File: config.mk
export PLATFORM = sky130hd
export DESIGN_NAME = dac_ctrl_top
export DESIGN_NICKNAME = d
export VERILOG_FILES = /design/src/design/mmi_pkg.sv /design/src/design/spi_pkg.sv /design/src/design/dac_reg_bank.sv /design/src/design/dac_cmd_buffer.sv /design/src/design/dac_spi_shifter.sv /design/src/design/dac_ctrl_top.sv
export VERILOG_INCLUDE_DIRS = /design/src /design/src/design
export SDC_FILE = /design/constraint.sdc
export NUM_CORES = 1
export LEC_CHECK = 0
export BUFFER_PORTS_ARGS = -buffer_cell sky130_fd_sc_hd__buf_2
export CORE_ASPECT_RATIO = 1.75
export CORE_MARGIN = 3
export CORE_UTILIZATION = 45
export CTS_BUF_LIST = sky130_fd_sc_hd__clkbuf_8
export CTS_CLUSTER_DIAMETER = 60
export DETAILED_ROUTE_END_ITERATION = 8
export GPL_TIMING_DRIVEN = 0
export HOLD_SLACK_MARGIN = 0.1
export PLACE_DENSITY = 0.63
export SLEW_MARGIN = 40
export SYNTH_ARGS = -nofsm -noshare
export SYNTH_HDL_FRONTEND = slang
export SYNTH_SLANG_ARGS = --single-unit
File: constraint.sdc
create_clock -name clk -period 4.8 [get_ports clk]
set_input_delay 0.72 -clock clk [delete_from_list [all_inputs] [get_ports clk]]
set_output_delay 0.72 -clock clk [all_outputs]
set_load 0.03 [all_outputs]
File: src/design/dac_cfg.svh
// DAC controller configuration
// default word, version, SPI clock divide and startup behavior

`ifndef DAC_CFG_SVH
`define DAC_CFG_SVH

// word sent after reset, also the reset value of the DAC register
`define DAC_DEFAULT 16'd100

// read-only version word at register 0
`define DAC_MODULE_VERSION 16'd1

// clk cycles per sclk half period
`define DAC_SPI_HALF_PERIOD 2

// 1: push the default word to the DAC once after reset
`define DAC_SET_DEFAULT_ON_RESET 1'b1

`endif

File: src/design/mmi_pkg.sv
// register bus types
// opcodes, register map and data word of the host bus

package mmi_pkg;

    // bus operation
    typedef enum logic {
        MMI_READ  = 1'b0,
        MMI_WRITE = 1'b1
    } mmi_op_t;

    // register map, unlisted addresses read as zero
    typedef enum logic [14:0] {
        ADDR_MODULE_VERSION = 15'd0,
        ADDR_DAC_REG        = 15'd1,
        ADDR_EN_MMI_CTRL    = 15'd2
    } mmi_addr_t;

    typedef logic [15:0] mmi_data_t;

endpackage

File: src/design/spi_pkg.sv
// DAC frame and SPI shifter types

package spi_pkg;

    // AD5601 frame, MSB first on the wire
    typedef struct packed {
        logic [1:0] pd_mode;
        logic [7:0] code;
        logic [5:0] rsvd;
    } dac_word_t;

    // shifter states
    typedef enum logic [1:0] {
        SPI_IDLE,
        SPI_SETUP,
        SPI_SHIFT,
        SPI_DONE
    } spi_state_t;

endpackage

File: src/design/dac_reg_bank.sv
// DAC register bank
// host register file, gain merge and producer side of the command handshake

`timescale 1ns/1ps

`include "dac_cfg.svh"

module dac_reg_bank (
    input  logic                clk,
    input  logic                rst,
    // host bus
    input  logic                mmi_req,
    input  mmi_pkg::mmi_op_t    mmi_op,
    input  mmi_pkg::mmi_addr_t  mmi_addr,
    input  mmi_pkg::mmi_data_t  mmi_wdata,
    output logic                mmi_ack,
    output mmi_pkg::mmi_data_t  mmi_rdata,
    // local gain source
    input  logic                en_mmi_ctrl,
    input  logic [7:0]          gain_code,
    input  logic                gain_valid,
    // command path to the buffer
    output logic                cmd_req,
    output spi_pkg::dac_word_t  cmd_word,
    input  logic                cmd_ack
);

    import mmi_pkg::*;
    import spi_pkg::*;

    dac_word_t dac_reg;
    dac_word_t dac_next;
    logic      bus_start;
    logic      wr_hit;
    logic      gain_hit;
    logic      upd;
    logic      pend;
    logic      launch;

    ////////////////////////////////////////////////////////////
    // host bus decode
    ////////////////////////////////////////////////////////////

    // first cycle of a bus transaction
    assign bus_start = mmi_req && !mmi_ack;

    // host writes only reach the DAC register in host mode
    assign wr_hit   = bus_start && (mmi_op == MMI_WRITE) && (mmi_addr == ADDR_DAC_REG)
                      && en_mmi_ctrl;
    assign gain_hit = gain_valid && !en_mmi_ctrl;
    assign upd      = wr_hit || gain_hit;

    // ack follows req by one cycle in both directions
    always_ff @(posedge clk) begin
        if (rst) begin
            mmi_ack <= 1'b0;
        end else begin
            mmi_ack <= mmi_req;
        end
    end

    // read data is captured with the ack
    always_ff @(posedge clk) begin
        if (bus_start) begin
            case (mmi_addr)
                ADDR_MODULE_VERSION: mmi_rdata <= `DAC_MODULE_VERSION;
                ADDR_DAC_REG:        mmi_rdata <= dac_reg;
                ADDR_EN_MMI_CTRL:    mmi_rdata <= {{15{1'b0}}, en_mmi_ctrl};
                default:             mmi_rdata <= '0;
            endcase
        end
    end

    ////////////////////////////////////////////////////////////
    // DAC register
    ////////////////////////////////////////////////////////////

    // gain only replaces the code field and leaves mode and reserved bits
    always_comb begin
        dac_next = dac_reg;
        if (wr_hit) begin
            dac_next = mmi_wdata;
        end else if (gain_hit) begin
            dac_next.code = gain_code;
        end
    end

    always_ff @(posedge clk) begin
        if (rst) begin
            dac_reg <= `DAC_DEFAULT;
        end else begin
            dac_reg <= dac_next;
        end
    end

    ////////////////////////////////////////////////////////////
    // command producer
    ////////////////////////////////////////////////////////////

    // new request only once the previous four-phase cycle is closed
    assign launch = !cmd_req && !cmd_ack && (upd || pend);

    always_ff @(posedge clk) begin
        if (rst) begin
            cmd_req <= 1'b0;
            pend    <= `DAC_SET_DEFAULT_ON_RESET;
        end else begin
            if (cmd_req && cmd_ack) begin
                cmd_req <= 1'b0;
            end
            if (launch) begin
                cmd_req <= 1'b1;
                pend    <= 1'b0;
            end else if (upd) begin
                // held until the handshake closes so that the latest value is sent
                pend    <= 1'b1;
            end
        end
    end

    always_ff @(posedge clk) begin
        if (launch) begin
            cmd_word <= dac_next;
        end
    end

    // the host must still hold req when ack comes up
    a_ack_needs_req: assert property (
        @(posedge clk) disable iff (rst)
        $rose(mmi_ack) |-> mmi_req
    );

endmodule

File: src/design/dac_cmd_buffer.sv
// DAC command buffer
// one-entry coalescing store between the register bank and the SPI shifter

`timescale 1ns/1ps

module dac_cmd_buffer (
    input  logic               clk,
    input  logic               rst,
    // from the register bank
    input  logic               cmd_req,
    input  spi_pkg::dac_word_t cmd_word,
    output logic               cmd_ack,
    // to the SPI shifter
    output logic               frm_req,
    output spi_pkg::dac_word_t frm_word,
    input  logic               frm_ack
);

    import spi_pkg::*;

    dac_word_t pend_word;
    logic      full;
    logic      accept;
    logic      launch;

    // every command is taken, a newer word overwrites the entry
    assign accept = cmd_req && !cmd_ack;

    // offer the entry once the frame handshake is back to idle
    assign launch = full && !frm_req && !frm_ack;

    always_ff @(posedge clk) begin
        if (rst) begin
            cmd_ack <= 1'b0;
            frm_req <= 1'b0;
            full    <= 1'b0;
        end else begin
            cmd_ack <= cmd_req;
            if (frm_req && frm_ack) begin
                frm_req <= 1'b0;
            end
            if (launch) begin
                frm_req <= 1'b1;
                full    <= 1'b0;
            end
            // an arriving word wins over the launch clearing the flag
            if (accept) begin
                full    <= 1'b1;
            end
        end
    end

    always_ff @(posedge clk) begin
        if (accept) begin
            pend_word <= cmd_word;
        end
        if (launch) begin
            frm_word  <= pend_word;
        end
    end

    // later commands land in the entry, never in the offered word
    a_frm_word_stable: assert property (
        @(posedge clk) disable iff (rst)
        frm_req && $past(frm_req) |-> $stable(frm_word)
    );

endmodule

File: src/design/dac_spi_shifter.sv
// DAC SPI shifter
// sends one 16-bit word per frame on sclk, sync_n and din

`timescale 1ns/1ps

`include "dac_cfg.svh"

module dac_spi_shifter (
    input  logic               clk,
    input  logic               rst,
    // frame handshake from the buffer
    input  logic               frm_req,
    input  spi_pkg::dac_word_t frm_word,
    output logic               frm_ack,
    // DAC pins
    output logic               sclk,
    output logic               sync_n,
    output logic               din,
    output logic               dac_updated
);

    import spi_pkg::*;

    localparam int DIV_W = $clog2(2 * `DAC_SPI_HALF_PERIOD);
    localparam logic [DIV_W-1:0] DIV_HALF = DIV_W'(`DAC_SPI_HALF_PERIOD);
    localparam logic [DIV_W-1:0] DIV_LAST = DIV_W'(2 * `DAC_SPI_HALF_PERIOD - 1);

    spi_state_t       state;
    logic [DIV_W-1:0] div_cnt;
    logic [3:0]       bit_cnt;
    logic [15:0]      shift_q;
    logic             take;

    // latch a new word only from idle on a fresh request
    assign take = (state == SPI_IDLE) && frm_req && !frm_ack;

    ////////////////////////////////////////////////////////////
    // frame FSM
    ////////////////////////////////////////////////////////////

    always_ff @(posedge clk) begin
        if (rst) begin
            state       <= SPI_IDLE;
            frm_ack     <= 1'b0;
            sclk        <= 1'b0;
            sync_n      <= 1'b1;
            din         <= 1'b0;
            dac_updated <= 1'b0;
            div_cnt     <= '0;
            bit_cnt     <= '0;
        end else begin
            dac_updated <= 1'b0;
            if (!frm_req) begin
                frm_ack <= 1'b0;
            end
            case (state)
                SPI_IDLE: begin
                    if (take) begin
                        frm_ack <= 1'b1;
                        state   <= SPI_SETUP;
                    end
                end
                SPI_SETUP: begin
                    sync_n  <= 1'b0;
                    div_cnt <= '0;
                    bit_cnt <= '0;
                    state   <= SPI_SHIFT;
                end
                SPI_SHIFT: begin
                    // din moves on the rising sclk edge, DAC samples on the fall
                    if (div_cnt == '0) begin
                        sclk <= 1'b1;
                        din  <= shift_q[15];
                    end else if (div_cnt == DIV_HALF) begin
                        sclk <= 1'b0;
                    end
                    if (div_cnt == DIV_LAST) begin
                        div_cnt <= '0;
                        bit_cnt <= bit_cnt + 4'd1;
                        if (bit_cnt == 4'd15) begin
                            sync_n      <= 1'b1;
                            dac_updated <= 1'b1;
                            state       <= SPI_DONE;
                        end
                    end else begin
                        div_cnt <= div_cnt + 1'b1;
                    end
                end
                SPI_DONE: begin
                    state <= SPI_IDLE;
                end
                default: state <= SPI_IDLE;
            endcase
        end
    end

    // MSB first, shifted out as each bit goes onto din
    always_ff @(posedge clk) begin
        if (take) begin
            shift_q <= frm_word;
        end else if (state == SPI_SHIFT && div_cnt == '0) begin
            shift_q <= {shift_q[14:0], 1'b0};
        end
    end

    // the frame stays selected for the whole shift phase
    a_sync_low_in_shift: assert property (
        @(posedge clk) disable iff (rst)
        state == SPI_SHIFT |-> !sync_n
    );

endmodule

File: src/design/dac_ctrl_top.sv
// DAC controller top level
// register bank, command buffer and SPI shifter in a chain

`timescale 1ns/1ps

module dac_ctrl_top (
    input  logic               clk,
    input  logic               rst,
    // host bus
    input  logic               mmi_req,
    input  mmi_pkg::mmi_op_t   mmi_op,
    input  mmi_pkg::mmi_addr_t mmi_addr,
    input  mmi_pkg::mmi_data_t mmi_wdata,
    output logic               mmi_ack,
    output mmi_pkg::mmi_data_t mmi_rdata,
    // mode and local gain source
    input  logic               en_mmi_ctrl,
    input  logic [7:0]         gain_code,
    input  logic               gain_valid,
    // DAC pins
    output logic               sclk,
    output logic               sync_n,
    output logic               din,
    output logic               dac_updated
);

    import spi_pkg::*;

    // bank to buffer
    logic      cmd_req;
    logic      cmd_ack;
    dac_word_t cmd_word;

    // buffer to shifter
    logic      frm_req;
    logic      frm_ack;
    dac_word_t frm_word;

    dac_reg_bank dac_reg_bank_i (
        .clk         (clk),
        .rst         (rst),
        .mmi_req     (mmi_req),
        .mmi_op      (mmi_op),
        .mmi_addr    (mmi_addr),
        .mmi_wdata   (mmi_wdata),
        .mmi_ack     (mmi_ack),
        .mmi_rdata   (mmi_rdata),
        .en_mmi_ctrl (en_mmi_ctrl),
        .gain_code   (gain_code),
        .gain_valid  (gain_valid),
        .cmd_req     (cmd_req),
        .cmd_word    (cmd_word),
        .cmd_ack     (cmd_ack)
    );

    dac_cmd_buffer dac_cmd_buffer_i (
        .clk      (clk),
        .rst      (rst),
        .cmd_req  (cmd_req),
        .cmd_word (cmd_word),
        .cmd_ack  (cmd_ack),
        .frm_req  (frm_req),
        .frm_word (frm_word),
        .frm_ack  (frm_ack)
    );

    dac_spi_shifter dac_spi_shifter_i (
        .clk         (clk),
        .rst         (rst),
        .frm_req     (frm_req),
        .frm_word    (frm_word),
        .frm_ack     (frm_ack),
        .sclk        (sclk),
        .sync_n      (sync_n),
        .din         (din),
        .dac_updated (dac_updated)
    );

endmodule

# After elaboration in Yosys (flattened, before gate mapping)
# Cells that the tools add are included.
# totals
reg_bits	115
inputBits	45
output_inout_bits	21
wordCells	114
# classes
add_sub_neg	2
eq_ne	11
n_mux	32
bitwise_logic	2
n_reduce_logical	39
# ops
op	n
$pmux 16 s3	1
$mux 16	2
$mux 1	16
$mux 8	2
$eq 15x1->1 const B	1
$eq 15x2->1 const B	1
$logic_and 1x1->1	15
$logic_not 15->1	1
$reduce_bool 2->1	7
$mux 2	5
$eq 2x2->1 const B	4
$pmux 2 s4	1
$pmux 4 s2	1
$logic_not 1->1	6
$mux 6	1
$ne 2x1->1 const B	3
$reduce_and 2->1	3
$reduce_and 3->1	2
$add 4x1->4 const B	1
$eq 4x4->1 const B	1
$logic_not 2->1	2
$mux 4	1
$pmux 2 s2	1
$reduce_or 3->1	1
other kinds (5)	7

# Longest topological paths before layout
# logic_depth
depth_word	9
depth_mapped	7

# By module
# From an unflattened synthesis, not the netlist that was laid out.
# unflattened
cells_unflattened	327
hier_area_um2	4561.9
# modules_own_cells
mod	n_inst	cells_each	area_each_um2	seq_area_each_um2
dac_reg_bank	1	175	2129.5	1341.3
dac_spi_shifter	1	109	1368.8	740.7
dac_cmd_buffer	1	43	1063.5	1021.0

# Worst setup path before layout
# OpenSTA, ideal clock, no wires.
# synth_timing
kind	input to register
from	input mmi_req
to	register, netlist name dac_reg_bank_i.cmd_word[0]
setup_time_ns	0.389
arrival_time_ns	2.970
t_required_ns	4.411
setup_slack_ns	1.441
path_stages	6
n_path_buf	2
path_cell_list	nor2b_1 > and3_1 > buf_2 > buf_4 > nand2_4 > a211oi_2
# synth_via
elab_chain_cells	7
# synth_rtl
element	line_no	text
start: declaration	dac_ctrl_top.sv:10	input logic mmi_req,
$logic_and 1x1->1	dac_reg_bank.sv:45	assign bus_start = mmi_req && !mmi_ack;
$logic_and 1x1->1 (2 in a row)	dac_reg_bank.sv:48	assign wr_hit = bus_start && (mmi_op == MMI_WRITE) && (mmi_addr == ADDR_DAC_REG)
$logic_and 1x1->1	dac_reg_bank.sv:49	&& en_mmi_ctrl;
$logic_or 1x1->1	dac_reg_bank.sv:51	assign upd = wr_hit || gain_hit;
$logic_or 1x1->1	dac_reg_bank.sv:101	assign launch = !cmd_req && !cmd_ack && (upd || pend);
$logic_and 1x1->1	dac_reg_bank.sv:101	
net dac_reg_bank_i.launch	dac_reg_bank.sv:38	logic launch;
# The timed path passes the listed nets, and every way through them passes these cells.
# A chain may end at the register's enable or synchronous reset.

# Final worst setup path
# layout_timing
from	input mmi_req
to	register, netlist name dac_reg_bank_i.cmd_word[13]
# layout_via
elab_chain_cells	7
# layout_rtl
element	line_no
$logic_and 1x1->1	dac_reg_bank.sv:45
$logic_and 1x1->1 (2 in a row)	dac_reg_bank.sv:48
$logic_and 1x1->1	dac_reg_bank.sv:49
$logic_or 1x1->1	dac_reg_bank.sv:51
$logic_or 1x1->1	dac_reg_bank.sv:101
$logic_and 1x1->1	dac_reg_bank.sv:101
net dac_reg_bank_i.launch	dac_reg_bank.sv:38
# The timed path passes the listed nets, and every way through them passes these cells.

==> summary.txt <==
Critical path
  – Family with the most delay on the worst path: simple AND/OR/NAND/NOR gates
  – Worst Path Buf+Inv: 4
  – CP startpoint kind: input port
  – Most numerous cell on the critical path: buf_2
  – CP Capture Type: flop
  – Crit-path cells: buf_2 > nor2b_4 > and3_1 > buf_2 > buf_4 > nand2_4 > a211oi_4 > buf_6
  – Slowest stage cell, crit path: nor2b_4
  – Critical path fanouts, max: 18
  – Critical path's largest stage delay: ~500 ps
  – Required time at the worst-slack endpoint: approximately 4900 ps
  – Critical Path AT: 2780 ps
  – CP Class: in -> reg

Power
  – Total power: around 0.0027 W
  – Pwr dens: 485 nW/um^2
  – Worst vdd ir: around 0.20 mV
  – Leakage power: around 2.1 nW

Finish
  – Layout cells sized above 1: between 30% and 40%
  – Ant. Diodes: 0
  – Filler cell count: roughly 800
  – Multi-input gate area: 1340 um^2
  – Sequential cell area: 3100 um^2
  – Final Util: between 50% and 60%
  – Post-route insts no fill: ~550
  – Area grow syn2layout: 22.1%
  – Nets@finish: about 470

Timing
  – Worst-Margin Slew: between 700 and 800 ps
  – Worst setup margin: 2150 ps
  – Slew headroom: 52.6%
  – Final period utilization: between 50% and 60%
  – RSZ-0062 raised after global routing: no
  – Post-route setup TNS: 0 ps
  – Final Slew Violations: 0
  – Final Setup Violations: 0
  – FMAX: approximately 0.38 GHz
  – Final hold vios: 0
  – Crit path time final: roughly 2600 ps
  – Final setup skew: around 12 ps

Clock tree
  – Reg clk slew, reported paths: about 70 ps
  – Clock sinks: between 100 and 150
  – Post-CTS setup buffers: 0
  – Root buffer cell: clkbuf_8
  – # hold bufs at CTS: 0
  – TritonCTS buffer count: 17
  – Post_cts resized: 0
  – CTS max path bufs: 2
  – CTS H-tree lvls: 4
  – CTS tree: done
  – Worst skew pair latency: approximately 420 ps

Global routing
  – Vias in the first global route: 2939
  – Global route total overflow: 0
  – Total GRT Usage: 16.6%
  – Initial antenna violation count: 0
  – First-pass GRT wire length: approximately 14000 um
  – Largest net degree at the start of global routing: 19

Detailed routing
  – Vias per cell: between 5 and 6
  – Post-Route WL: about 8500 um
  – DRT antenna net count: 0
  – DRC Markers: 0
  – Initial DRC count: 80
  – Via count: about 2800
  – Pre-Repair DR Iteration Count: 4
  – Routed wire per std cell: 15.4 um

Placed design
  – Dpl hpwl: roughly 6000 um
  – I/O Buffers: 65
  – Placed cell count: 516
  – GPL Wtd Cong: between 0.7 and 0.8
  – Pre-CTS WS: about 1600 ps

Yosys
  – Mapped Nets: 380
  – Sequential fraction of the synthesis area: between 60% and 70%
  – Main synth FF type: edfxtp_1
  – Cell count after synthesis: ~330
  – Synthesized area: approximately 4500 um^2
  – Yosys warns: 0
  – Register bit total from synthesis: about 120
  – Ys async rst share: 0%
  – EDFF count, synth: 80
  – Avg Cell Area, Syn: between 10 and 15 um^2
  – Netlist cell types: between 40 and 50

Job
  – Max_cap viols: 0

Floorplan
  – Io pins: 66
  – Die Ht: ~140 um
  – Die ar.: approximately 11000 um^2
  – Initial cell density of the core: 46.9%
  – Core ar.: 9640 um^2
  – Die W: 81.8 um
  – Row cnt: 47

Outcome
  – Status: finished, final reports clean

Hold path
  – Worst Hold Class: reg -> reg
==> power breakdown <==
| part | internal, W | leakage (nW) | switching, W |
|---|---|---|---|
| logic | 0.000144 | 0.820 | 0.000223 |
| clock network | 0.000667 | 0.230 | 0.000384 |
| registers | 0.00122 | 1.03 | 0.0000421 |
==> stage by stage <==
| step | hold WS, ps | area [um^2] |
|---|---|---|
| final | 419 | 5530 |
| after global routing | 422 | 5530 |
| after CTS | 420 | 5510 |
| after detailed placement | 405 | 5040 |
| after global placement | 401 | 5000 |
| after floorplan | 400 | 4530 |
==> kinds of logic (layout without fill, tap and decap cells) <==
family | after synthesis | after routing | share of synthesized area, %
AO/OA/AOI/OAI | 42 | 42 | 5.47
AND/OR/NAND/NOR | 114 | 114 | 14.9
multiplexers | 25 | 25 | 6.17
adder cells (fa/ha/maj) | 8 | 8 | 2.21
XOR/XNOR | 1 | 1 | 0.194
flip-flops | 115 | 115 | 68.6
buffers and inverters | 22 | 122 | 2.49
==> cells in the mapped netlist, types with 2 or more instances <==
cell type / n / area [um^2]
a211oi_2: 2 / 25.0
a21oi_1: 21 / 105
and2_1: 15 / 93.8
buf_2: 2 / 10.0
clkbuf_1: 8 / 30.0
dfxtp_1: 35 / 701
edfxtp_1: 80 / 2400
ha_1: 8 / 100
inv_1: 8 / 30.0
mux2_2: 23 / 259
mux2i_1: 2 / 20.0
nand2_1: 18 / 67.6
nand3_1: 7 / 35.0
nand3_2: 6 / 60.1
nand4_1: 4 / 25.0
nor2_1: 23 / 86.3
nor2b_1: 7 / 43.8
nor3_1: 18 / 90.1
nor3_2: 2 / 20.0
nor3b_1: 3 / 22.5
nor4_4: 2 / 42.5
o21ai_0: 11 / 55.1
==> area by class of cell <==
type	instances	share of cell area (%)
sequential	115	56.1
multi-input combinational	190	24.2
timing repair buffer	68	6.27
clock inverter	15	4.35
clock buffer	17	4.23
tap	122	2.76
buffer	14	1.49
inverter	8	0.543
==> path summary, 6_finish.rpt <==
check / startpoint / to / slack (ps) / cells after the start
setup / recovery: mmi_req / dac_reg_bank_i.cmd_word[13] / 2150 / 8
hold / removal: dac_reg_bank_i.cmd_word[3] / dac_cmd_buffer_i.pend_word[3] / 420 / 0
setup reg to reg: dac_reg_bank_i.mmi_ack / dac_reg_bank_i.cmd_word[13] / 2220 / 7
hold reg to reg: dac_reg_bank_i.cmd_word[3] / dac_cmd_buffer_i.pend_word[3] / 420 / 0
==> per-layer routing <==
metal,vias up,track usage (%),routed length (um)
li1,1383,-,-
met1,1320,17.0,3140
met2,70,29.4,4760
met3,17,5.92,402
met4,0,6.65,149
met5,-,0,0
==> cell usage in the layout, fill, tap and decap left out, types with 2 or more instances in the layout <==
cell and instances:
a21oi_1 21, and2_1 15, buf_2 69, buf_6 2, bufinv_16 6, clkbuf_1 8, clkbuf_8 17, clkinv_4 2
clkinvlp_4 4, dfxtp_1 35, edfxtp_1 80, ha_1 8, inv_1 10, mux2_2 23, mux2i_1 2, nand2_1 18
nand3_1 7, nand3_2 6, nand4_1 4, nor2_1 23, nor2b_1 5, nor2b_4 2, nor3_1 18, nor3_2 2
nor3b_1 2, nor4_4 2, o21ai_0 11
(Power assumes the default switching activity.)
